<file path="src/hw/timing_pkg.sv">
package timing_pkg;

	// sys clock is cpu x 7 x 8
	localparam int CPU_CLKEN_DIV = 56;

	typedef logic [$clog2(CPU_CLKEN_DIV)-1:0] clken_count_t; // counts 0 .. div-1

	// tape monitor dac
	localparam int DAC_BITS = 16;

	typedef logic [DAC_BITS-1:0] dac_sample_t; // unsigned sample, also the accumulator

endpackage

</file>
<file path="src/hw/clock_enable_gen.sv">
module clock_enable_gen (
	input  logic sys_clock,
	input  logic reset_i,
	output logic cpu_clken_o
);
	import timing_pkg::*;

	clken_count_t div_count;
	logic         div_wrap;

	// last count of the period
	assign div_wrap = (div_count == clken_count_t'(CPU_CLKEN_DIV - 1));

	always_ff @(posedge sys_clock) begin
		if (reset_i) begin
			div_count   <= '0;
			cpu_clken_o <= 1'b0;
		end else begin
			if (div_wrap) begin
				div_count <= '0; // restart period
			end else begin
				div_count <= div_count + clken_count_t'(1);
			end
			cpu_clken_o <= div_wrap; // one cycle wide once per period
		end
	end

endmodule

</file>
<file path="config.mk">
export PLATFORM = sky130hd
export DESIGN_NAME = clock_enable_gen
export DESIGN_NICKNAME = d
export VERILOG_FILES = /design/src/hw/timing_pkg.sv /design/src/hw/clock_enable_gen.sv
export SDC_FILE = /design/constraint.sdc
export NUM_CORES = 1
export LEC_CHECK = 0
export BUFFER_PORTS_ARGS = -buffer_cell sky130_fd_sc_hd__buf_4
export CORE_AREA = 2 2 39 41
export CTS_CLUSTER_DIAMETER = 120
export DETAILED_ROUTE_END_ITERATION = 6
export DIE_AREA = 0 0 41 43
export SLEW_MARGIN = 20
export SYNTH_ARGS = -nofsm -noshare
export SYNTH_HDL_FRONTEND = slang
export SYNTH_SLANG_ARGS = --single-unit
</file>
<file path="constraint.sdc">
create_clock -name sys_clock -period 1.9 [get_ports sys_clock]
set_input_delay 0.285 -clock sys_clock [delete_from_list [all_inputs] [get_ports sys_clock]]
set_output_delay 0.285 -clock sys_clock [all_outputs]
set_load 0.01 [all_outputs]
</file>
# --- Word-level counts from Yosys, hierarchy flattened ---
# Cells that the tools add are included.
totals:
  register_bits: 7
  in_bits: 2
  output_inout_bits: 1
  wordCells: 5
classes:
  addsub: 1
  eq_ne: 1
  n_reduce_logical: 1
op_table:
  columns: ["operator", "n"]
  rows:
  - ["$add A6 B1 Y6 const B", 1]
  - ["$eq A6 B6 Y1 const B", 1]
  - ["$reduce_or A2 Y1", 1]

# --- Logic depth before layout (Yosys ltp) ---
# Gate-level depths: netlist (run 1).
depth:
  word_depth: 2
  mapped_depth: 4
  ltp_nobuf: 4

# --- Worst setup path after synthesis (run 1) ---
# Ideal clock, no wire load.
synth_timing:
  path_type: "register -> register"
  start: "reg div_count[2]"
  end: "reg div_count[5]"
  setup_time_ns: 0.066
  arrival_time_ns: 0.971
  slack_ns: 0.863
  path_stages_with_launch: 4
  n_path_buf: 0
  cell_sequence: "dfxtp_1 -> nand3_2 -> or3_1 -> a21oi_2"
synth_via:
  elab_chain_len: 2
synth_lines:
  columns: ["item", "line_no", "text"]
  rows:
  - ["start: declaration", "clock_enable_gen.sv:8", "clken_count_t div_count;"]
  - ["start signal: assignment", "clock_enable_gen.sv:22", "div_count <= div_count + clken_count_t'(1);"]
  - ["parallel branches: the longest is 2 deep, another holds $add A6 B1 Y6", null, null]
# Parallel ways; which one is timed is not known.
# A chain may end at the register's enable or synchronous reset.

# --- Worst setup path in the final report (run 1) ---
# Same ends and word-level chain as after synthesis.

==> results of run 1 <==
sequential cells by signal, summed over array words and instances (netlist names):
signal,flops
div_count,6
cpu_clken_o,1
cell type report:
type,instances,area share
sequential,7,0.426
clock buffer,4,0.0798
inverter,1,0.0114
tap,16,0.0608
timing repair buffer,2,0.0456
multi-input combinational,19,0.376
logic make-up (layout without fill, tap and decap cells):
family,Yosys count,in the layout,synth area share
adders and majority gates,1,1,0.0467
and+or+nand+nor,12,12,0.224
buffers and inverters,1,7,0.0140
AOI/OAI and AO/OA,3,3,0.0934
xor gates and xnor gates,3,3,0.0981
DFF,7,7,0.523
power by group:
part / total [mW] / switching (mW) / internal, mW
combinational: 0.0146 / 0.00721 / 0.00740
sequential: 0.158 / 0.00520 / 0.153
clock: 0.132 / 0.0519 / 0.0799
total: 0.304 / 0.0643 / 0.240
cell usage in the layout (no fill, tap or decap):
master    count
or3_1         1
ha_1          1
buf_4         2
xor2_1        2
a21oi_2       1
nor2_1        6
clkbuf_4      3
nor2b_1       1
xnor2_1       1
nand2_1       1
nand3_1       1
a41o_2        1
o21ai_0       1
nand3_2       1
dfxtp_1       7
clkbuf_1      1
inv_1         1
nand4_1       1
through the flow:
| stage | std cells | hold WS [ns] |
|---|---|---|
| floorplan | 27 | 0.357 |
| global placement | 45 | 0.445 |
| detailed placement | 45 | 0.457 |
| CTS | 49 | 0.199 |
| global route | 49 | 0.200 |
| finish | 49 | 0.208 |
worst register-to-register path: stages, from the launching register on:
cell and delay, ns:
dfxtp_1 0.42, nand3_2 0.13, or3_1 0.37, a21oi_2 0.13
how the worst max path moves through the flow:
stage	start	endpoint	slack, ns
after floorplan	div_count[2]	div_count[5]	0.86
after global placement	div_count[2]	div_count[5]	0.83
after detailed placement	div_count[2]	div_count[5]	0.80
after CTS	div_count[2]	div_count[5]	0.77
after global routing	div_count[2]	div_count[5]	0.66
final	div_count[2]	div_count[5]	0.79
metal layers:
metal | up-vias | global-route usage
met4 | 0 | 0
met1 | 79 | 0.0850
li1 | 103 | -
met2 | 7 | 0.0781
met3 | 0 | 0.0942
met5 | - | 0
==> metrics.csv, run 1 <==
metric,value,unit
status,completed,
required,2.08,ns
grt_use_total,0.0696,
path_buf_inv,0,
rows,14,
setup_viol,0,
gp_congestion,0.734,
syn_area,268,sq um
grt_pass1_wl,752,microns
cts_buffers,3,
layout_setup_ws,0.786,ns
htreeDepth,1,
postSynthAreaPerCell,9.92,sq um
reg2regPathDepth,3,
drc,0,
drt_wl_total,407,microns
fin_crit_sh,0.586,
rsz0062_at_grt,no,
cts_resized,0,
fin_crit,1.11,ns
die_h,43,microns
nFillCells,155,
hp-start,reset_i,
synth_nets,30,
synth-seq-area-share,0.523,
synth_edf_count,0,
r2r_start,div_count[2],
die_w,41,microns
multi_input_area,124,sq um
p_per_area,925,nW/um^2
ant_nets,0,
vdd_drop_max,0.371,mV
grt.overflow.total,0,
initial_core_util,0.193,
viasPerCell,3.86,
cellLeakagePower,0.128,nW
hold_viol,0,
fin_util,0.238,
register_area,140,sq um
hold_class,input pin to flop,
synth_top_flop_cell,dfxtp_1,
critical-path-top-delay-family,simple AND/OR/NAND/NOR gates,
tightest_slew,0.187,ns
path_class,flop to flop,
r2r_end,div_count[5],
fin_nets,37,
dr_wl_met2,145,microns
fin_total_pwr,0.304,mW
cp-start-kind,flop,
yosys.area.top_type,dfxtp_1,
wl_met3,62,microns
crit_chain,nand3_2 > or3_1 > a21oi_2,
fin_skew,0.000825,ns
via_count,189,
syn-instance-count,27,
drt_pass1_iterations,3,
cts_tree,built,
clk_path_buf_depth,2,
top_layer,met3,
holdPathEnd,cpu_clken_o,
slowest_stage,dfxtp_1,
ioPinCount,3,
drt-initial-drc-count,3,
wl_per_cell,8.31,microns
ys_ff_latch,7,
synthMostInstantiatedCell,dfxtp_1,
slew_violations,0,
clk_pin_slew,0.05,ns
grt_pass1_vias,183,
ctsHoldBuffers,0,
fmax,0.898,GHz
endpoint_kind,flop,
cts_sinks,7,
synth_cell_types,15,
port-buffer-count,2,
cts_root_buf,clkbuf_4,
path_depth,3,
place_area,303,sq um
final_area,329,sq um
grt_max_degree,6,
synth_commonest_cells,"dfxtp_1, nor2_1, xor2_1",
core,1380,sq um
diodes,0,
max_slew_margin,0.874,
cp_max_fo,5,
clk_latency,0.25,ns
met1_length,199,microns
whs_path_depth,2,
synthTopCellsByArea,"dfxtp_1, nor2_1, xor2_1, ha_1, a41o_2",
async_reset_ff_frac,0,
drv_cap,0,
grt_antenna_before_repair,0,
drive_gt1_frac,0.242,
crit_path_max_incr_delay,0.42,ns
reg2reg_slack,0.79,ns
cts_setup_buffers,0,
synthDominantCellAreaShare,0.523,
area_growth,22.9,%
final.setup.tns,0,ns
synth_warnings,0,
place_ws,0.795,ns
critical_path_arrival,1.30,ns
dieArea,1760,sq um
Note: power is estimated with default switching activity, not from simulation.
==> run 2, diff against run 1 <==
clock period = 0.91 ns   (was 1.9 ns; I/O delays follow)
==> metrics.csv, run 2 (synthesized netlist as in run 1, its figures left out) <==
metric,value,unit,change
die_h,43,microns,unchanged
ioPinCount,3,,unchanged
rows,14,,unchanged
place_area,340,sq um,was 303 sq um
required,1.09,ns,was 2.08 ns
drv_cap,0,,unchanged
drt_pass1_iterations,3,,unchanged
port-buffer-count,2,,unchanged
cts_tree,built,,unchanged
grt_pass1_wl,848,microns,was 752 microns
final_common_cell,buf_4,,was dfxtp_1
die_w,41,microns,unchanged
endpoint_kind,flop,,unchanged
via_count,225,,was 189
viasPerCell,4.02,,was 3.86
wl_per_cell,10.4,microns,was 8.31 microns
largest_reg_flops,6,,unchanged
hold_slack,0.0672,ns,was 0.208 ns
ant_nets,0,,unchanged
cts_buffers,3,,unchanged
initial_core_util,0.193,,unchanged
hold_viol,0,,unchanged
pwr-share-seq,0.491,,was 0.519
p_per_area,1530,nW/um^2,was 925 nW/um^2
violations,setup timing,,
p_int,0.518,mW,was 0.240 mW
fmax,1.04,GHz,was 0.898 GHz
grt_antenna_before_repair,0,,unchanged
reg.largest.list,"div_count x6, cpu_clken_o x1",,unchanged
grt.overflow.total,0,,unchanged
setup_viol,6,,was 0
grt_pass1_vias,199,,was 183
combPwrFrac,0.086,,was 0.048
clk_path_buf_depth,2,,unchanged
tightest_slew,0.240,ns,was 0.187 ns
fin_util,0.316,,was 0.238
rsz0062_at_grt,yes,,was no
grt_max_degree,6,,unchanged
clkPwrFrac,0.423,,was 0.433
vdd_drop_max,0.648,mV,was 0.371 mV
fin_total_pwr,0.671,mW,was 0.304 mW
grt_use_total,0.0835,,was 0.0696
dieArea,1760,sq um,unchanged
cts_root_buf,clkbuf_4,,unchanged
fin_crit,0.960,ns,was 1.11 ns
cellLeakagePower,0.168,nW,was 0.128 nW
htreeDepth,1,,unchanged
drive_gt1_frac,0.625,,was 0.242
cp_max_fo,5,,unchanged
fin_skew,0.00220,ns,was 0.000825 ns
ctsHoldBuffers,0,,unchanged
clk_pin_slew,0.05,ns,about the same
fin_crit_sh,1.05,,was 0.586
drt-initial-drc-count,2,,was 3
core,1380,sq um,unchanged
layout_common_cells,"buf_4, nor2_1, clkbuf_4, dfxtp_4",,"was dfxtp_1, nor2_1, clkbuf_4"
hold_class,input pin to flop,,unchanged
fin_nets,44,,was 37
drt_wl_total,580,microns,was 407 microns
cts_sinks,7,,unchanged
power_switching_share,0.229,,was 0.211
critical_path_arrival,1.14,ns,was 1.30 ns
slew_violations,0,,unchanged
diodes,0,,unchanged
regMostFlops,div_count,,unchanged
drc,0,,unchanged
cp-start-kind,flop,,unchanged
register_area,154,sq um,was 140 sq um
area_growth,63.6,%,was 22.9%
path_class,flop to flop,,unchanged
multi_input_area,166,sq um,was 124 sq um
nFillCells,152,,was 155
p_switching,0.154,mW,was 0.0643 mW
status,"complete, but fails checks",,was completed
layout_setup_ws,-0.0496,ns,was 0.786 ns
gp_congestion,0.652,,was 0.734
dp_hpwl,315,microns,
clk_latency,0.25,ns,about the same
final_area,438,sq um,was 329 sq um
max_slew_margin,0.839,,was 0.874
reg2reg_slack,-0.05,ns,was 0.79 ns
run 2: cell count changes in the layout (fill, tap and decap cells not counted), sizes merged:
cell / before / now
buf: 2 / 9
run 2: per-stage QoR:
stage	setup TNS (ns)	setup slack, ns	instances
2_1_floorplan	-0.00365	-0.00305	27
4_1_cts	-0.240	-0.0538	56
5_1_grt	-0.401	-0.0865	56
6_report	-0.206	-0.0496	56
3_3_place_gp	-0.188	-0.0489	49
3_5_place_dp	-0.261	-0.0608	49
run 2: final cells by class:
class                   count  share of cell area
clock buffers               4              0.0600
inverters                   1             0.00857
multi-input cells          19               0.380
flip-flops and latches      7               0.351
well taps                  16              0.0457
repair buffers              9               0.154
run 2: worst max-delay path: stages (launching register included):
cell     delay [ns]
dfxtp_4        0.35
ha_4           0.17
a41o_4         0.28
nor2_1         0.09
run 2: routing by layer:
metal / track usage / up-vias / wire [microns]
li1: - / 115 / -
met4: 0.0400 / 0 / 0
met5: 0 / - / 0
met2: 0.106 / 6 / 293
met1: 0.0809 / 104 / 229
met3: 0.0942 / 0 / 57
run 2: power groups by stage:
stage	sequential, mW	combinational [mW]	clock (mW)
2_1_floorplan	0.336	0.0236	0
3_3_place_gp	0.337	0.0364	0
3_5_place_dp	0.337	0.0383	0
4_1_cts	0.328	0.0513	0.294
5_1_grt	0.331	0.0610	0.320
6_report	0.329	0.0576	0.284
run 2: worst paths after layout:
kind                                   start      endpoint  depth (start not counted)
worst max-delay path            div_count[0]  div_count[0]                          3
worst min-delay path                 reset_i   cpu_clken_o                          2
worst max register to register  div_count[0]  div_count[0]                          3
worst min register to register  div_count[0]  div_count[0]                          1
run 2: timing repair:
item                                    4_1_cts  5_1_grt
buffers inserted                              3        0
gates resized for setup                       4        7
pin swaps                                     1        4
cloned                                        0        0
endpoints found under the setup margin        5        6
