===== src/hw/timing_pkg.sv =====
package timing_pkg;

	// sys clock is cpu x 7 x 8
	localparam int CPU_CLKEN_DIV = 56;

	typedef logic [$clog2(CPU_CLKEN_DIV)-1:0] clken_count_t; // counts 0 .. div-1

	// tape monitor dac
	localparam int DAC_BITS = 16;

	typedef logic [DAC_BITS-1:0] dac_sample_t; // unsigned sample, also the accumulator

endpackage


===== src/hw/tape_interface.sv =====
module tape_interface (
	input  logic sys_clock,
	input  logic reset_i,
	input  logic uart_rx_i,         // board audio input shares the uart pin
	input  logic monitor_tape_in_i, // 1 listens to tape in, 0 to tape out
	input  logic aci_access_i,
	output logic tape_in_o,
	output logic tape_out_o,
	output logic audio_l_o,
	output logic audio_r_o
);
	import timing_pkg::*;

	logic              monitor_bit;
	dac_sample_t       dac_sample;
	dac_sample_t       dac_acc;
	logic              dac_carry;
	logic [DAC_BITS:0] dac_sum;

	// cassette side
	always_ff @(posedge sys_clock) begin
		if (reset_i) begin
			tape_in_o  <= 1'b0;
			tape_out_o <= 1'b0;
		end else begin
			tape_in_o <= ~uart_rx_i; // input is inverted on the pin
			if (aci_access_i) begin
				tape_out_o <= ~tape_out_o; // every aci access flips the output
			end
		end
	end

	// what goes to the speaker
	assign monitor_bit = monitor_tape_in_i ? tape_in_o : tape_out_o;

	// full scale or silence
	assign dac_sample = {monitor_bit, {(DAC_BITS-1){1'b0}}};

	// first order delta sigma
	assign dac_sum = {1'b0, dac_acc} + {1'b0, dac_sample};

	always_ff @(posedge sys_clock) begin
		if (reset_i) begin
			dac_acc   <= '0;
			dac_carry <= 1'b0;
		end else begin
			dac_acc   <= dac_sum[DAC_BITS-1:0];
			dac_carry <= dac_sum[DAC_BITS]; // overflow is the 1 bit stream
		end
	end

	// same stream on both channels
	assign audio_l_o = dac_carry;
	assign audio_r_o = dac_carry;

endmodule


===== config.mk =====
export PLATFORM = sky130hd
export DESIGN_NAME = tape_interface
export DESIGN_NICKNAME = d
export VERILOG_FILES = /design/src/hw/timing_pkg.sv /design/src/hw/tape_interface.sv
export SDC_FILE = /design/constraint.sdc
export NUM_CORES = 1
export LEC_CHECK = 0
export BUFFER_PORTS_ARGS = -buffer_cell sky130_fd_sc_hd__buf_2
export CORE_AREA = 2 2 39 41
export DETAILED_ROUTE_END_ITERATION = 6
export DIE_AREA = 0 0 41 43
export PLACE_DENSITY = 0.3
export SLEW_MARGIN = 40
export SYNTH_ARGS = -nofsm -noshare
export SYNTH_HDL_FRONTEND = slang
export SYNTH_SLANG_ARGS = --single-unit

===== constraint.sdc =====
create_clock -name sys_clock -period 0.98 [get_ports sys_clock]
set_input_delay 0.049 -clock sys_clock [delete_from_list [all_inputs] [get_ports sys_clock]]
set_output_delay 0.049 -clock sys_clock [all_outputs]
set_load 0.005 [all_outputs]

-- After elaboration in Yosys (flattened, before gate mapping)
Cells that the tools add are included.
- $add $sub $neg: 1
- multiplexer cells: 1
- bitwise operators: 2
- operator list (operator ; count):
    $add 16x16->17 ; 1
    $not 1->1 ; 2
    $mux 1 ; 1
- register bits after elaboration: 19
- input bits: 5
- output and inout port bits: 4
- logic and storage cells: 8

-- Logic depth before layout (Yosys ltp)
Gate-level depths: netlist of the first run.
- depth in word-level cells: 2
- mapped depth: 3
- depth with buffers taken out: 3

-- Least setup slack after synthesis of the first run
OpenSTA, ideal clock, no wires.
- path type: flip-flop to flip-flop
- from: register tape_out_o
- to: register dac_acc[15]
- setup time: 0.114 ns
- arrival time: 0.948 ns
- required time: 0.866 ns
- path slack: -0.082 ns
- stages on the path, launching flop included: 4
- path buffers: 0
- clock period less this slack: 1.062 ns
- cells stage by stage: dfxtp_1 mux2_4 ha_1 nor2b_1
- longest elaborated chain between the ends: 2
- ends and longest elaborated chain (item ; RTL line ; source):
    start, declared ; tape_interface.sv:8 ; output logic tape_out_o,
    start signal, assigned ; tape_interface.sv:28 ; tape_out_o <= ~tape_out_o;
    $mux 1 ; tape_interface.sv:34 ; assign monitor_bit = monitor_tape_in_i ? tape_in_o : tape_out_o;
    $add 16x16->17 ; tape_interface.sv:40 ; assign dac_sum = {1'b0, dac_acc} + {1'b0, dac_sample};
    net dac_sum[15] ; tape_interface.sv:18 ; logic [DAC_BITS:0] dac_sum;
    end signal, assigned ; tape_interface.sv:47 ; dac_acc <= dac_sum[DAC_BITS-1:0];
    end, declared ; tape_interface.sv:16 ; dac_sample_t dac_acc;
The timed path passes the listed nets, and every way through them passes these cells.
A chain may end at the register's enable or synchronous reset.

-- Worst setup path after layout of the first run
Same ends and word-level chain as after synthesis.

==> results of run 1 <==
==> logic make-up (layout without fill, tap and decap cells) <==
kind of cell	after synthesis	after routing	share of synthesized area, %
DFF	4	4	55.7
xor gates and xnor gates	1	1	6.09
adders and majority gates	1	1	8.69
buffers and inverters	1	13	5.22
and+or+nand+nor	4	4	13.9
muxes	1	1	10.4
==> metal layers <==
layer	routed length, um	track usage [%]	vias to the layer above
met5	0	0	-
met4	0	4.00	0
met3	45	9.42	0
met2	129	5.94	11
met1	136	5.11	55
li1	-	-	62
==> where the power goes <==
part	switching (uW)	internal, uW	leakage [uW]
sequential	7.78	178	0.0000335
clock	72.1	137	0.0000138
combinational	22.9	46.6	0.0000755
total	103	362	0.000123
==> state kept, by name, indices dropped and copies added (netlist names) <==
| name | cells |
|---|---|
| dac_acc | 1 |
| tape_in_o | 1 |
| audio_l_o | 1 |
| tape_out_o | 1 |
==> cell usage in the layout, fill, tap and decap left out, types with 2 or more instances in the layout <==
master	instances
buf_2	8
clkbuf_4	3
nor2_1	2
dfxtp_1	2
dfxtp_2	2
==> through the flow <==
step / area (um^2) / cells / TNS [ps] / total power [uW]
2_1_floorplan: 158 / 12 / -32.0 / 217
3_5_place_dp: 218 / 36 / -29.7 / 246
5_1_grt: 259 / 40 / -53.8 / 506
4_1_cts: 250 / 40 / -29.3 / 462
3_3_place_gp: 218 / 36 / -16.4 / 243
6_report: 259 / 40 / -25.4 / 465
==> worst max-delay path, cell delays in order, from the launching register on <==
cell	delay, ps
dfxtp_2	310
mux2_4	280
ha_4	210
nor2b_4	110
==> area by class of cell <==
| cell class | count | area [um^2] | area share (%) |
|---|---|---|---|
| clock buffer | 3 | 22.5 | 8.70 |
| tap | 16 | 20.0 | 7.73 |
| timing repair buffer | 10 | 57.6 | 22.2 |
| sequential | 4 | 82.6 | 31.9 |
| multi-input combinational | 7 | 76.3 | 29.5 |
==> repair_timing <==
item	in CTS	in global routing
hold buffers	1	0
cloned	0	0
gates resized for setup	0	2
setup endpoints to repair	1	1
hold endpoints to repair	1	0
==> worst paths after layout <==
path,start,end,slack [ps],cells past startpoint
worst min register to register,tape_out_o$_SDFFE_PP0P_,tape_out_o$_SDFFE_PP0P_,590,3
worst max-delay path,tape_out_o$_SDFFE_PP0P_,dac_acc[15]$_SDFF_PP0_,-30,3
worst max register to register,tape_out_o$_SDFFE_PP0P_,dac_acc[15]$_SDFF_PP0_,-30,3
worst min-delay path,reset_i,dac_acc[15]$_SDFF_PP0_,40,2
==> flow_summary_export.csv, run 1 <==
group,metric,value,unit
pwr,power_density,1800,nW/um^2
cts,clock-root-buffer,"clkbuf_4",
cts,htree_num_levels,1,
pwr,ir_drop,0.696,mV
die,die_x,41,um
final_layout,finalCoreUtilization,18.7,%
yosys,avgSynthCellArea,12.0,um^2
yosys,yosysTopAreaCell,"dfxtp_1",
timing,rsz0062_at_grt,"yes",
detailed_routing,wl,310,um
setup_path,start_kind,"flip-flop",
grt,grt_pass1_vias,138,
timing,setup_ws,-25.4,ps
setup_path,crit_type,"flip-flop to flip-flop",
final_layout,final_nets,32,
yosys,synth_edf_count,0,
place,gp_congestion,0.604,
yosys,synthesis.area,144,um^2
die,start_util,10.4,%
place,portBuffers,8,
die,rows,14,
detailed_routing,drt_iter0_markers,6,
yosys,yosysWarnings,0,
timing,whs,40.7,ps
cts,clock_path_buffers,2,
yosys,ys_seq_elements,4,
cts,cts_tree,"yes",
yosys,ys_types,7,
grt,grt_max_degree,5,
timing,max_slew_margin,91.3,%
grt,grt_use_total,5.91,%
cts,post-cts-setup-buffer-count,0,
timing,period_share,103,%
cts,cts_buffers,3,
pwr,p_leak,0.000123,uW
yosys,synth_commonest_cells,"dfxtp_1 (4), nor2_1 (2), nor2b_1 (2)",
detailed_routing,drc,0,
detailed_routing,viasPerCell,3.20,
detailed_routing,wl_per_cell,7.75,um
timing,slew_violations,0,
place,dp_slack,-29.7,ps
die,die_h,43,um
detailed_routing,num_vias,128,
yosys,syn-num-nets,18,
yosys,async_flop_share,0,%
timing,tightest_slew,129,ps
grt,overflow,0,
yosys,synth_most_common_cell,"dfxtp_1",
timing,hold_viol_final,0,
cts,cts.sinks,4,
yosys,yosys_most_used_dff,"dfxtp_1",
final_layout,n_fill_cell,154,
cts,clkLatencyLatePin,240,ps
timing,setup_viol,1,
setup_path,worstPathArrival,1140,ps
final_layout,area_growth,80.0,%
yosys,yosysTopAreaCellShare,55.7,%
worst_hold_path,hold_class,"input pin to flip-flop",
final_layout,drive_gt1_share,70.8,%
yosys,yosysSeqAreaShare,55.7,%
die,core-area,1380,um^2
grt,antenna_found_initial,0,
yosys,synth_area_leaders,"dfxtp_1 (56%), mux2_4 (10%), ha_1 (8.7%), nor2b_1 (8.7%), xnor2_1 (6.1%)",
final_layout,antenna_cells,0,
detailed_routing,drt-pass1-iter-count,2,
die,die_area,1760,um^2
status,violations,"setup timing",
setup_path,setup.worst_path.end_class,"flip-flop",
setup_path,worstPathRequired,1110,ps
timing,finalClockSkew,4.12,ps
detailed_routing,ant_nets,0,
timing,fin_crit,1010,ps
timing,clock.fmax,995,MHz
grt,grt_first_pass_wirelength,552,um
cts,clkTransAtPathRegs,40,ps
yosys,syn_inst,12,
setup_path,crit_fanout,2,
run,maxCapViolCount,0,
die,ioPinCount,9,
status,outcome,"complete, but fails checks",
Power figures use the tool's default switching activity.
==> inputs of run 2 (changes only) <==
==> constraint.sdc (replaced) <==
create_clock -name sys_clock -period 0.8 [get_ports sys_clock]
set_input_delay 0.04 -clock sys_clock [delete_from_list [all_inputs] [get_ports sys_clock]]
set_output_delay 0.04 -clock sys_clock [all_outputs]
set_load 0.005 [all_outputs]
==> run 2 against run 1 <==
Compared with the run above:
- the flow still finishes with violations (setup timing)
- die area is the same
- via count increased by 3.1%
- count of clock-buffer cells in the layout did not move
- global-route usage is 0.094 points lower
- clock power rose by 19%
- wire length decreased by 0.65%
- hold slack got worse by 40 ps
- flip-flop and latch count is the same
- worst setup slack worse by 180 ps
- combinational power up 41%
- critical endpoint unchanged
==> flow_summary_export.csv, run 2 (synthesis results as in run 1) <==
group,metric,value,unit
pwr,finalPower,574,uW
pwr,seqPwrFrac,39.8,%
timing,setup_ws,-208,ps
grt,top_usage_layer,"met3",
detailed_routing,num_vias,132,
detailed_routing,ant_nets,0,
place,post_dp_cell_area,218,um^2
cts,clock-root-buffer,"clkbuf_4",
cts,cts_tree,"yes",
status,outcome,"complete, but fails checks",
cts,htree_num_levels,1,
setup_path,crit_type,"flip-flop to flip-flop",
cts,clock_path_buffers,2,
timing,hold_viol_final,0,
pwr,p_leak,0.000132,uW
detailed_routing,wl,308,um
timing,slew_violations,0,
grt,grtUsageMet2,7.50,%
die,rows,14,
grt,grt_use_total,5.82,%
setup_path,worstPathRequired,930,ps
setup_path,critPathLaunch,"tape_out_o$_SDFFE_PP0P_",
die,die_h,43,um
cts,cts_buffers,3,
setup_path,rrSetupSlack,-210,ps
final_layout,final_area,275,um^2
grt,grt_first_pass_wirelength,558,um
grt,antenna_found_initial,0,
final_layout,multi_input_area,76.3,um^2
setup_path,worstPathArrival,1140,ps
timing,clock.fmax,992,MHz
timing,period_share,126,%
timing,rsz0062_at_grt,"yes",
timing,fin_crit,1010,ps
pwr,power_density,2080,nW/um^2
detailed_routing,wl_per_cell,7.51,um
final_layout,final_cell_mix,"buf_2 (7), dfxtp_1 (3), clkbuf_4 (3)",
worst_hold_path,hold_depth,2,
final_layout,final_common_cell,"buf_2",
detailed_routing,viasPerCell,3.22,
final_layout,finalCoreUtilization,19.9,%
setup_path,reg2reg_from,"tape_out_o$_SDFFE_PP0P_",
place,portBuffers,8,
setup_path,worstRegToRegCells,3,
grt,grt_pass1_vias,145,
timing,finalClockSkew,1.74,ps
final_layout,final_nets,33,
die,core-area,1380,um^2
worst_hold_path,hold_class,"input pin to flip-flop",
grt,gr-usage-met3,7.85,%
grt,grt.met1_usage,4.17,%
detailed_routing,drt_iter0_markers,1,
die,die_area,1760,um^2
timing,max_slew_margin,92.5,%
place,gp_congestion,0.569,
pwr,p_sw_share,21.1,%
die,die_x,41,um
cts,cts.sinks,4,
timing,tightest_slew,112,ps
grt,overflow,0,
die,ioPinCount,9,
place,place_inst,36,
detailed_routing,drc,0,
cts,clkTransAtPathRegs,40,ps
worst_hold_path,hold_end,"tape_out_o$_SDFFE_PP0P_",
die,start_util,10.4,%
setup_path,start_kind,"flip-flop",
setup_path,setup.worst_path.end_class,"flip-flop",
pwr,p_int,453,uW
cts,clkLatencyLatePin,240,ps
setup_path,crit_fanout,2,
detailed_routing,drt-pass1-iter-count,2,
final_layout,antenna_cells,0,
final_layout,area_growth,91.3,%
pwr,combPwrFrac,17.1,%
worst_hold_path,min_from,"reset_i",
grt,grt_max_degree,5,
status,violations,"setup timing",
pwr,switchingPower,121,uW
final_layout,n_fill_cell,154,
timing,setup_viol,4,
final_layout,drive_gt1_share,68.0,%
final_layout,regArea,81.3,um^2
final_layout,instances_no_fill,41,
run,maxCapViolCount,0,
pwr,clockPowerShare,43.2,%
pwr,ir_drop,0.698,mV
setup_path,r2r_end,"dac_acc[15]$_SDFF_PP0_",
run 2: cell types whose count changed in the layout (fill, tap and decap cells not counted), sizes merged:
cell / change
buf: +1
run 2: power groups by stage:
stage / combinational, uW / sequential [uW] / clock [uW]
6_report: 97.9 / 228 / 248
5_1_grt: 110 / 229 / 278
4_1_cts: 99.7 / 229 / 259
3_5_place_dp: 69.8 / 232 / 0
3_3_place_gp: 66.5 / 231 / 0
2_1_floorplan: 32.9 / 233 / 0
run 2: area by class of cell:
type | count | area share, %
multi-input cells | 7 | 27.7
well taps | 16 | 7.27
flip-flops and latches | 4 | 29.5
repair buffers | 11 | 27.3
clock buffers | 3 | 8.18
run 2: worst max-delay path, stage by stage, from the launching register on:
cell     delay, ps
dfxtp_2        310
mux2_4         280
ha_4           200
nor2b_1        120
run 2: stage by stage:
stage               worst slack [ps]  TNS, ps  hold WS [ps]
floorplan                       -212     -366           105
global placement                -201     -350           199
detailed placement              -215     -374           207
CTS                             -213     -512          2.10
global route                    -234     -632          16.2
finish                          -208     -515         0.551
run 2: repair_timing:
action,in CTS,in global routing
endpoints found under the setup margin,3,4
buffers inserted,2,1
resized for setup,3,1
hold endpoints to repair,1,0
pin swaps,1,2
cloned,0,0
hold buffers,1,0
run 2: layer usage:
metal	share of wire, %	up-vias	routed length (um)
met5	0	-	0
met4	3.6	0	11
met3	17	2	53
met2	39	11	120
met1	40	54	122
li1	-	65	-
run 2: how the worst max path moves through the flow:
stage | endpoint | slack (ps)
after floorplan | dac_acc[15]$_SDFF_PP0_ | -210
after global placement | dac_acc[15]$_SDFF_PP0_ | -200
after detailed placement | dac_acc[15]$_SDFF_PP0_ | -210
after CTS | dac_acc[15]$_SDFF_PP0_ | -210
after global routing | dac_acc[15]$_SDFF_PP0_ | -230
final | dac_acc[15]$_SDFF_PP0_ | -210
