===== config.mk =====
export PLATFORM = sky130hd
export DESIGN_NAME = bus_arbiter_flat
export DESIGN_NICKNAME = d
export VERILOG_FILES = /design/src/hw/bus_pkg.sv /design/src/hw/mem_bus_if.sv /design/src/hw/bus_arbiter.sv /design/src/flat_wrapper.sv
export SDC_FILE = /design/constraint.sdc
export NUM_CORES = 1
export LEC_CHECK = 0
export BUFFER_PORTS_ARGS = -buffer_cell sky130_fd_sc_hd__buf_2
export CAP_MARGIN = 25
export CORE_UTILIZATION = 39
export CTS_CLUSTER_SIZE = 10
export DETAILED_ROUTE_END_ITERATION = 16
export GPL_TIMING_DRIVEN = 1
export HOLD_SLACK_MARGIN = 0.12
export PLACE_DENSITY = 0.83
export SYNTH_ARGS = -nofsm -noshare
export SYNTH_HDL_FRONTEND = slang
export SYNTH_SLANG_ARGS = --single-unit
export TNS_END_PERCENT = 20

===== constraint.sdc =====
create_clock -name sys_clock -period 2.4 [get_ports sys_clock]
set_clock_uncertainty 0.15 [all_clocks]
set_input_delay 0 -clock sys_clock [delete_from_list [all_inputs] [get_ports sys_clock]]
set_output_delay 0 -clock sys_clock [all_outputs]
set_load 0.01 [all_outputs]

===== src/hw/rom_wozmon.hex =====
// woz monitor, one byte per column, 16 bytes per line
// first line is ff00, last line is fff0
D8 58 A0 7F 8C 12 D0 A9 A7 8D 11 D0 8D 13 D0 C9
DF F0 13 C9 9B F0 03 C8 10 0F A9 DC 20 EF FF A9
8D 20 EF FF A0 01 88 30 F6 AD 11 D0 10 FB AD 10
D0 99 00 02 20 EF FF C9 8D D0 D4 A0 FF A9 00 AA
0A 85 2B C8 B9 00 02 C9 8D F0 D4 C9 AE 90 F4 F0
F0 C9 BA F0 EB C9 D2 F0 3B 86 28 86 29 84 2A B9
00 02 49 B0 C9 0A 90 06 69 88 C9 FA 90 11 0A 0A
0A 0A A2 04 0A 26 28 26 29 CA D0 F8 C8 D0 E0 C4
2A F0 97 24 2B 50 10 A5 28 81 26 E6 26 D0 B5 E6
27 4C 44 FF 6C 24 00 30 2B A2 02 B5 27 95 25 95
23 CA D0 F7 D0 14 A9 8D 20 EF FF A5 25 20 DC FF
A5 24 20 DC FF A9 BA 20 EF FF A9 A0 20 EF FF A1
24 20 DC FF 86 2B A5 24 C5 28 A5 25 E5 29 B0 C1
E6 24 D0 02 E6 25 A5 24 29 07 10 C8 48 4A 4A 4A
4A 20 E5 FF 68 29 0F 09 B0 C9 BA 90 02 69 06 2C
12 D0 30 FB 8D 12 D0 60 00 00 00 0F 00 FF 00 00

===== src/hw/bus_pkg.sv =====
package bus_pkg;

	// bus widths
	typedef logic [15:0] addr_t; // 6502 address space
	typedef logic [7:0]  data_t; // one bus byte

	// low system ram
	localparam addr_t RAM_BASE = 16'h0000;
	localparam addr_t RAM_LAST = 16'h3FFF;

	// ram that holds integer basic once loaded
	localparam addr_t BASIC_BASE = 16'hE000;
	localparam addr_t BASIC_LAST = 16'hEFFF;

	// cassette interface card window
	localparam addr_t ACI_BASE = 16'hC000;
	localparam addr_t ACI_LAST = 16'hC1FF;

	// woz monitor page, runs to the top of memory
	localparam addr_t ROM_BASE = 16'hFF00;

	// array depths, must match the windows above
	localparam int RAM_WORDS   = 16384;
	localparam int BASIC_WORDS = 4096;
	localparam int ROM_WORDS   = 256;

	// monitor image, path as seen from the sim run directory
	localparam string ROM_FILE = "/design/src/hw/rom_wozmon.hex";

endpackage


===== src/hw/mem_bus_if.sv =====
interface mem_bus_if;

	// registered request, valid only in the cycle wr or rd is high
	bus_pkg::addr_t addr;
	bus_pkg::data_t wdata;
	logic           wr;    // write strobe
	logic           rd;    // read strobe

	// arbiter side
	modport producer (
		output addr,
		output wdata,
		output wr,
		output rd
	);

	// memory side, always accepts
	modport bank (
		input addr,
		input wdata,
		input wr,
		input rd
	);

endinterface


===== src/hw/bus_arbiter.sv =====
module bus_arbiter (
	input  logic           sys_clock,
	input  logic           reset_i,
	input  logic           cpu_clken_i,
	input  bus_pkg::addr_t cpu_addr_i,
	input  bus_pkg::data_t cpu_wdata_i,
	input  logic           cpu_wr_i,
	input  logic           cpu_rd_i,
	input  logic           dl_active_i,
	input  logic           dl_wr_i,
	input  bus_pkg::addr_t dl_addr_i,
	input  bus_pkg::data_t dl_data_i,
	mem_bus_if.producer    bus,
	output logic           cpu_clken_o,
	output logic           led_o
);
	import bus_pkg::*;

	logic  dl_write;
	addr_t sel_addr;
	data_t sel_wdata;
	logic  sel_wr;
	logic  sel_rd;

	assign dl_write = dl_active_i & dl_wr_i;

	// loader write beats the cpu in the same cycle
	always_comb begin
		if (dl_write) begin
			sel_addr  = dl_addr_i;
			sel_wdata = dl_data_i;
			sel_wr    = 1'b1;
			sel_rd    = 1'b0; // loader never reads
		end else begin
			sel_addr  = cpu_addr_i;
			sel_wdata = cpu_wdata_i;
			sel_wr    = cpu_wr_i;
			sel_rd    = cpu_rd_i;
		end
	end

	// address and data payload
	always_ff @(posedge sys_clock) begin
		bus.addr  <= sel_addr;
		bus.wdata <= sel_wdata;
	end

	// strobes
	always_ff @(posedge sys_clock) begin
		if (reset_i) begin
			bus.wr <= 1'b0;
			bus.rd <= 1'b0;
		end else begin
			bus.wr <= sel_wr;
			bus.rd <= sel_rd;
		end
	end

	assign cpu_clken_o = cpu_clken_i & ~dl_active_i; // cpu frozen during download
	assign led_o       = ~dl_write;                  // active low activity led

endmodule


===== src/flat_wrapper.sv =====
// flat-port wrapper written by rule: the top's interface ports become plain ports
module bus_arbiter_flat import bus_pkg::*;
  (sys_clock, reset_i, cpu_clken_i, cpu_addr_i, cpu_wdata_i, cpu_wr_i, cpu_rd_i, dl_active_i, dl_wr_i, dl_addr_i, dl_data_i, cpu_clken_o, led_o, bus_addr, bus_wdata, bus_wr, bus_rd);
  mem_bus_if bus_i ();
  input  logic sys_clock;
  input  logic reset_i;
  input  logic cpu_clken_i;
  input  bus_pkg::addr_t cpu_addr_i;
  input  bus_pkg::data_t cpu_wdata_i;
  input  logic cpu_wr_i;
  input  logic cpu_rd_i;
  input  logic dl_active_i;
  input  logic dl_wr_i;
  input  bus_pkg::addr_t dl_addr_i;
  input  bus_pkg::data_t dl_data_i;
  output logic cpu_clken_o;
  output logic led_o;
  output wire logic [$bits(bus_i.addr)-1:0] bus_addr;
  output wire logic [$bits(bus_i.wdata)-1:0] bus_wdata;
  output wire logic [$bits(bus_i.wr)-1:0] bus_wr;
  output wire logic [$bits(bus_i.rd)-1:0] bus_rd;
  assign bus_addr = bus_i.addr;
  assign bus_wdata = bus_i.wdata;
  assign bus_wr = bus_i.wr;
  assign bus_rd = bus_i.rd;
  bus_arbiter u_core (.sys_clock(sys_clock), .reset_i(reset_i), .cpu_clken_i(cpu_clken_i), .cpu_addr_i(cpu_addr_i), .cpu_wdata_i(cpu_wdata_i), .cpu_wr_i(cpu_wr_i), .cpu_rd_i(cpu_rd_i), .dl_active_i(dl_active_i), .dl_wr_i(dl_wr_i), .dl_addr_i(dl_addr_i), .dl_data_i(dl_data_i), .bus(bus_i), .cpu_clken_o(cpu_clken_o), .led_o(led_o));
endmodule

* Word-level counts from Yosys, hierarchy flattened
Cells that the tools add are included.
Storage, ports and cells: bits of input ports 55, logic and storage cells 12, flip-flop bits (word level) 26
Operators by class: reductions and logical operators 1, bitwise logic cells 4, multiplexer cells 3
Operators by type and width (number):
- 16-bit two-way mux | 1
- 8-bit two-way mux | 1
- 1-bit bitwise AND | 2
- 1-bit NOT | 2
- 2-bit OR reduction | 1
- 1-bit two-way mux | 1

* Depth between registers and ports, before layout
Gate-level depths: netlist of run 1.
depth in word-level cells 2, gate-level depth with buffers 3

* Least setup slack after synthesis of run 1
Ideal clock, no wire load.
path kind in2reg, from input dl_active_i, to register u_core.bus.addr[12], buffers on the path 1, arrival 563 ps, cell stages on the path 3, setup time 121 ps, path slack 1565 ps, cells stage by stage nand2_4 buf_6 mux2_4
On the way: cells in the longest elaborated chain, start to end 2
Ends and longest elaborated chain:
- start: declaration | RTL line flat_wrapper.sv:12 | input logic dl_active_i;
- 1-bit bitwise AND | RTL line bus_arbiter.sv:25 | assign dl_write = dl_active_i & dl_wr_i;
- 16-bit two-way mux | RTL line bus_arbiter.sv:29 | if (dl_write) begin
- net u_core.sel_addr[12] | RTL line bus_arbiter.sv:20 | addr_t sel_addr;
- end signal: assignment | RTL line bus_arbiter.sv:44 | bus.addr <= sel_addr;
- end: declaration | RTL line mem_bus_if.sv:11 | output addr,
The timed path passes the listed nets, and every way through them passes these cells. A chain may end at the register's enable or synchronous reset.

* Worst setup path in the final report of run 1
from input cpu_wdata_i[0], to register u_core.bus.wdata[0]
On the way: cells in the longest elaborated chain, start to end 1
Ends and longest elaborated chain:
- start: declaration | RTL line flat_wrapper.sv:9 | input bus_pkg::data_t cpu_wdata_i;
- 8-bit two-way mux | RTL line bus_arbiter.sv:29
- net u_core.sel_wdata[0] | RTL line bus_arbiter.sv:21 | data_t sel_wdata;
- end signal: assignment | RTL line bus_arbiter.sv:45 | bus.wdata <= sel_wdata;
- end: declaration | RTL line mem_bus_if.sv:12 | output wdata,
The timed path passes the listed nets, and every way through them passes these cells.

==> results of run 1 <==
state kept, by name (all words and copies together), names as in the netlist:
register	flops
u_core.bus.addr	16
u_core.bus.wdata	8
u_core.bus.rd	1
u_core.bus.wr	1
kinds of logic (layout without fill, tap and decap cells):
logic type             Yosys count  count (layout)  synth area share
DFF                             26              26             0.568
and+or+nand+nor                  4               4            0.0341
AOI/OAI and AO/OA                1               1           0.00545
buffers and inverters            2             137            0.0246
muxes                           24              24             0.368
repair_timing:
| action | 4_1_cts | 5_1_grt |
|---|---|---|
| gates resized for setup | 0 | 0 |
| hold buffers | 51 | 0 |
| hold endpoints to repair | 26 | 0 |
per-stage QoR:
step / setup WS, ns / util / power (uW)
finish: 0.983 / 0.860 / 1020
global route: 0.978 / 0.860 / 1050
CTS: 1.01 / 0.860 / 1010
detailed placement: 1.26 / 0.606 / 645
global placement: 1.30 / 0.606 / 639
floorplan: 1.57 / - / 565
layout make-up:
cell class	count	area share
Tap cell	28	0.0184
Multi-Input combinational cell	29	0.197
Clock buffer	3	0.0118
Sequential cell	26	0.274
Clock inverter	1	0.0158
Timing Repair Buffer	133	0.484
final timing paths:
kind / startpoint / endpoint / slack, ns / depth (start not counted)
worst max-delay path: cpu_wdata_i[0] / u_core.bus.wdata[0] / 0.98 / 4
worst min-delay path: cpu_clken_i / cpu_clken_o / 0.14 / 3
metal layers:
layer  routed length [um]  part of all wire
met3                  185             0.058
met5                    0                 0
met2                 1880              0.59
met1                 1050              0.33
met4                   53             0.017
layout by cell type (no fill, tap or decap):
cell,Yosys,layout
mux2_2,6,6
buf_2,0,82
a21oi_1,1,1
mux2_4,18,18
and2b_1,1,1
nand2_4,1,1
and3b_1,1,1
dlygate4sd3_1,0,51
clkbuf_4,0,3
bufinv_16,0,1
dfxtp_1,26,26
nor2_1,1,1
synth_stat cells, drive strengths merged:
| library cell | count | area (sq um) |
|---|---|---|
| a21oi | 1 | 5.00 |
| and2b | 1 | 7.51 |
| and3b | 1 | 8.76 |
| buf | 2 | 22.5 |
| dfxtp | 26 | 521 |
| mux2 | 24 | 338 |
| nand2 | 1 | 11.3 |
| nor2 | 1 | 3.75 |
critical path: stages:
cell and delay, ns:
dlygate4sd3_1 0.54, buf_2 0.12, mux2_4 0.25, dlygate4sd3_1 0.57
power by group:
part	switching (uW)	leakage [uW]	total, uW	internal, uW
combinational	83.9	0.000747	250	166
clock	128	0.0000279	296	169
sequential	8.07	0.000219	474	466
==> metrics.txt, run 1 <==
cell area after synthesis=917 sq um; synth warn=0; die width=50.5 um; Net Count, Synth=112; CP Max Fanout=1; Layout Nets=248; M3 GR Usage=0.0394; Setup Fix Bufs, Post-CTS=0; Routed WL per cell=14.4 um; Pins Over Slew Limit=0; cell count after placement=165; initial antenna violation count=0; worst IR drop on VDD=0.433 mV; Num CTS Buffers=3; gr ovfl total=0; Mean Syn Cell Area=16.1 sq um; Post-Route WL=3170 um; dpl hpwl=1600 um; Synth Register Bits=26; die area=2550 sq um; Clock Sinks=26; first-pass GRT wire length=4900 um; number of setup violations in the final report=0; register area share after synthesis=0.568; Crit. End Element=flop; Worst setup SP type=primary input; Final Hold Fails=0; worst hold path type=in -> out; core area=2210 sq um; TritonCTS clock tree=yes; hold_ws=0.140 ns; share of cells above drive strength 1=0.578; register area=520 sq um; Port Buffers=82; layout overhead on the synthesized area=108%; dpl cell area=1340 sq um; Die Height=50.5 um; WS Path Type=in -> reg; Post-Syn Instances=57; largest net degree at the start of global routing=27; GP Congestion=0.673; filler cell count=119; fin area=1900 sq um; PD cells=536 nW/um^2; Worst-path clk slew=0.15 ns; Max-Slew Margin vs Limit=0.707; H-Tree Depth=1; unrepaired setup endpoints after global routing=no; antenna cells=0; Pleak=0.000994 uW; synth unique cells=9; fmax=0.706 GHz; met1 Use GR=0.227; FP Rows=17; Worst Path Arrival=1.49 ns; Routed Antenna Nets=0; Tmin final=1.42 ns; fin cells=220; DRC=0; Multi-input gate area=374 sq um; fin crit share=0.590; status=complete, no violations; I/O pin count=83; Total Routing Usage GR=0.259; number of global-route vias before repair=1132; max cap viols=0; DR pass1 iterations=4; Worst-Margin Slew=0.439 ns; clock buffer depth=2; clock root buffer=clkbuf_4; WP data required=2.47 ns; via count=973; starting density of the core=0.415; vias per cell=4.42; GRT Max-Usage Layer=met2; initial detailed-routing violation count=19; met2 Usage GRT=0.567; Sum Neg Setup Slack=0 ns
Note: power is estimated with default switching activity, not from simulation.
==> run 2: changes to the inputs <==
--- a/config.mk
+++ b/config.mk
@@ -7,12 +7,12 @@
 export LEC_CHECK = 0
 export BUFFER_PORTS_ARGS = -buffer_cell sky130_fd_sc_hd__buf_2
 export CAP_MARGIN = 25
-export CORE_UTILIZATION = 39
+export CORE_UTILIZATION = 36
 export CTS_CLUSTER_SIZE = 10
 export DETAILED_ROUTE_END_ITERATION = 16
 export GPL_TIMING_DRIVEN = 1
 export HOLD_SLACK_MARGIN = 0.12
-export PLACE_DENSITY = 0.83
+export PLACE_DENSITY = 0.78
 export SYNTH_ARGS = -nofsm -noshare
 export SYNTH_HDL_FRONTEND = slang
 export SYNTH_SLANG_ARGS = --single-unit
==> constraint.sdc (replaced) <==
create_clock -name sys_clock -period 1.35 [get_ports sys_clock]
set_clock_uncertainty 0.15 [all_clocks]
set_input_delay 0 -clock sys_clock [delete_from_list [all_inputs] [get_ports sys_clock]]
set_output_delay 0 -clock sys_clock [all_outputs]
set_load 0.01 [all_outputs]
==> run 2 against run 1 <==
Against the previous run:
- cell count unchanged
- die area rose by 8.0%
- power up 75%
- clock-buffer cell count unchanged
- wire length fell by 3.8%
- largest cell class unchanged
==> metrics.txt, run 2 (synthesis gave the netlist of run 1 again) <==
fmax=0.853 GHz; clock root buffer=clkbuf_4; H-Tree Depth=1 (unchanged); Post-Route WL=3050 um (-3.8%); vias per cell=4.39 (-0.72%); I/O pin count=83 (unchanged); Max-Slew Margin vs Limit=0.705 (-0.00232); die area=2750 sq um (+8.0%); Routed Antenna Nets=0 (unchanged); max FFs per register=16 (unchanged); Sum Neg Setup Slack=0 ns (unchanged); Worst Path Arrival=1.29 ns (-0.20 ns); Final Power=1780 uW (+75%); initial detailed-routing violation count=3 (-16); starting density of the core=0.399 (-0.0154); first-pass GRT wire length=4400 um (-10%); status=complete, no violations; GP Congestion=0.606 (-10%); DR pass1 iterations=4 (unchanged); Pins Over Slew Limit=0 (unchanged); unrepaired setup endpoints after global routing=no; worst hold path type=in -> out; WS Path Type=in -> reg; Tmin final=1.17 ns; Pleak=0.000994 uW (unchanged); Total Routing Usage GR=0.226 (-0.0334); initial antenna violation count=0 (unchanged); via count=966 (-0.72%); clock buffer depth=2 (unchanged); filler cell count=132 (+11%); largest reg by FF count=u_core.bus.addr; Num CTS Buffers=3 (unchanged); Setup Fix Bufs, Post-CTS=0 (unchanged); FP Rows=17 (unchanged); antenna cells=0 (unchanged); TritonCTS clock tree=yes; post_cts resized=0 (unchanged); Regs by FF count=u_core.bus.addr: 16 flops, u_core.bus.wdata: 8 flops; Worst setup SP type=primary input; layout overhead on the synthesized area=108% (unchanged); Worst-path clk slew=0.13 ns (-0.02 ns); Layout Nets=248 (unchanged); cell count after placement=165 (unchanged); share of cells above drive strength 1=0.578 (unchanged); Routed WL per cell=13.9 um (-3.8%); WP data required=1.46 ns (-1.01 ns); Final Hold Fails=0 (unchanged); CP Max Fanout=2 (+1); core area=2300 sq um (+3.8%); DRC=0 (unchanged); commonest cells after routing, fill and taps aside=buf_2 (82), dlygate4sd3_1 (51), dfxtp_1 (26); Crit. End Element=flop; max cap viols=0 (unchanged); cts hold-fix bufs=51 (unchanged); largest net degree at the start of global routing=27 (unchanged); gr ovfl total=0 (unchanged); number of setup violations in the final report=0 (unchanged); number of global-route vias before repair=1033 (-8.7%); PD cells=935 nW/um^2 (+75%); fin crit share=0.868; die width=52.5 um (+3.9%); Worst-Margin Slew=0.443 ns (+0.00348 ns); Port Buffers=82 (unchanged); Clock Sinks=26 (unchanged); fin cells=220 (unchanged); commonest non-fill, non-tap cell in the layout=buf_2; worst IR drop on VDD=0.798 mV (+84%); Die Height=52.5 um (+3.9%)
[run 2: cell counts in the layout (fill, tap and decap cells not counted)]
No cell type changed its count.
[run 2: metrics by stage]
step | instance area [sq um] | hold slack, ns | worst slack [ns] | util
6_report | 1900 | 0.149 | 0.178 | 0.828
5_1_grt | 1900 | 0.178 | 0.149 | 0.828
4_1_cts | 1900 | 0.153 | 0.201 | 0.828
3_5_place_dp | 1340 | 0.0231 | 0.207 | 0.583
3_3_place_gp | 1340 | 0.0278 | 0.251 | 0.583
2_1_floorplan | 917 | -0.0776 | 0.515 | -
[run 2: power by group]
part	leakage (uW)	total [uW]	internal, uW	switching [uW]
clock network	0.0000279	525	300	225
registers	0.000219	842	828	14.6
logic	0.000747	412	272	140
total	0.000994	1780	1400	380
[run 2: final cells by class]
type                            instances  area [sq um]  share of cell area
Clock buffer                            3          22.5              0.0118
Clock inverter                          1          30.0              0.0158
Multi-Input combinational cell         29           374               0.197
Sequential cell                        26           520               0.274
Tap cell                               28          35.0              0.0184
Timing Repair Buffer                  133           921               0.484
[run 2: worst paths after layout]
kind	from	to	cells past startpoint
max	reset_i	u_core.bus.wr	4
min	cpu_clken_i	cpu_clken_o	3
[run 2: worst max-delay path, stage by stage]
cell and delay [ns]:
dlygate4sd3_1 0.53, buf_2 0.13, nor2_1 0.09, dlygate4sd3_1 0.54
[run 2: metal layers]
| metal | routed length [um] | part of all wire | track usage |
|---|---|---|---|
| met1 | 1090 | 0.36 | 0.192 |
| met2 | 1670 | 0.55 | 0.479 |
| met3 | 239 | 0.078 | 0.0522 |
| met4 | 46 | 0.015 | 0.0877 |
| met5 | 0 | 0 | 0 |
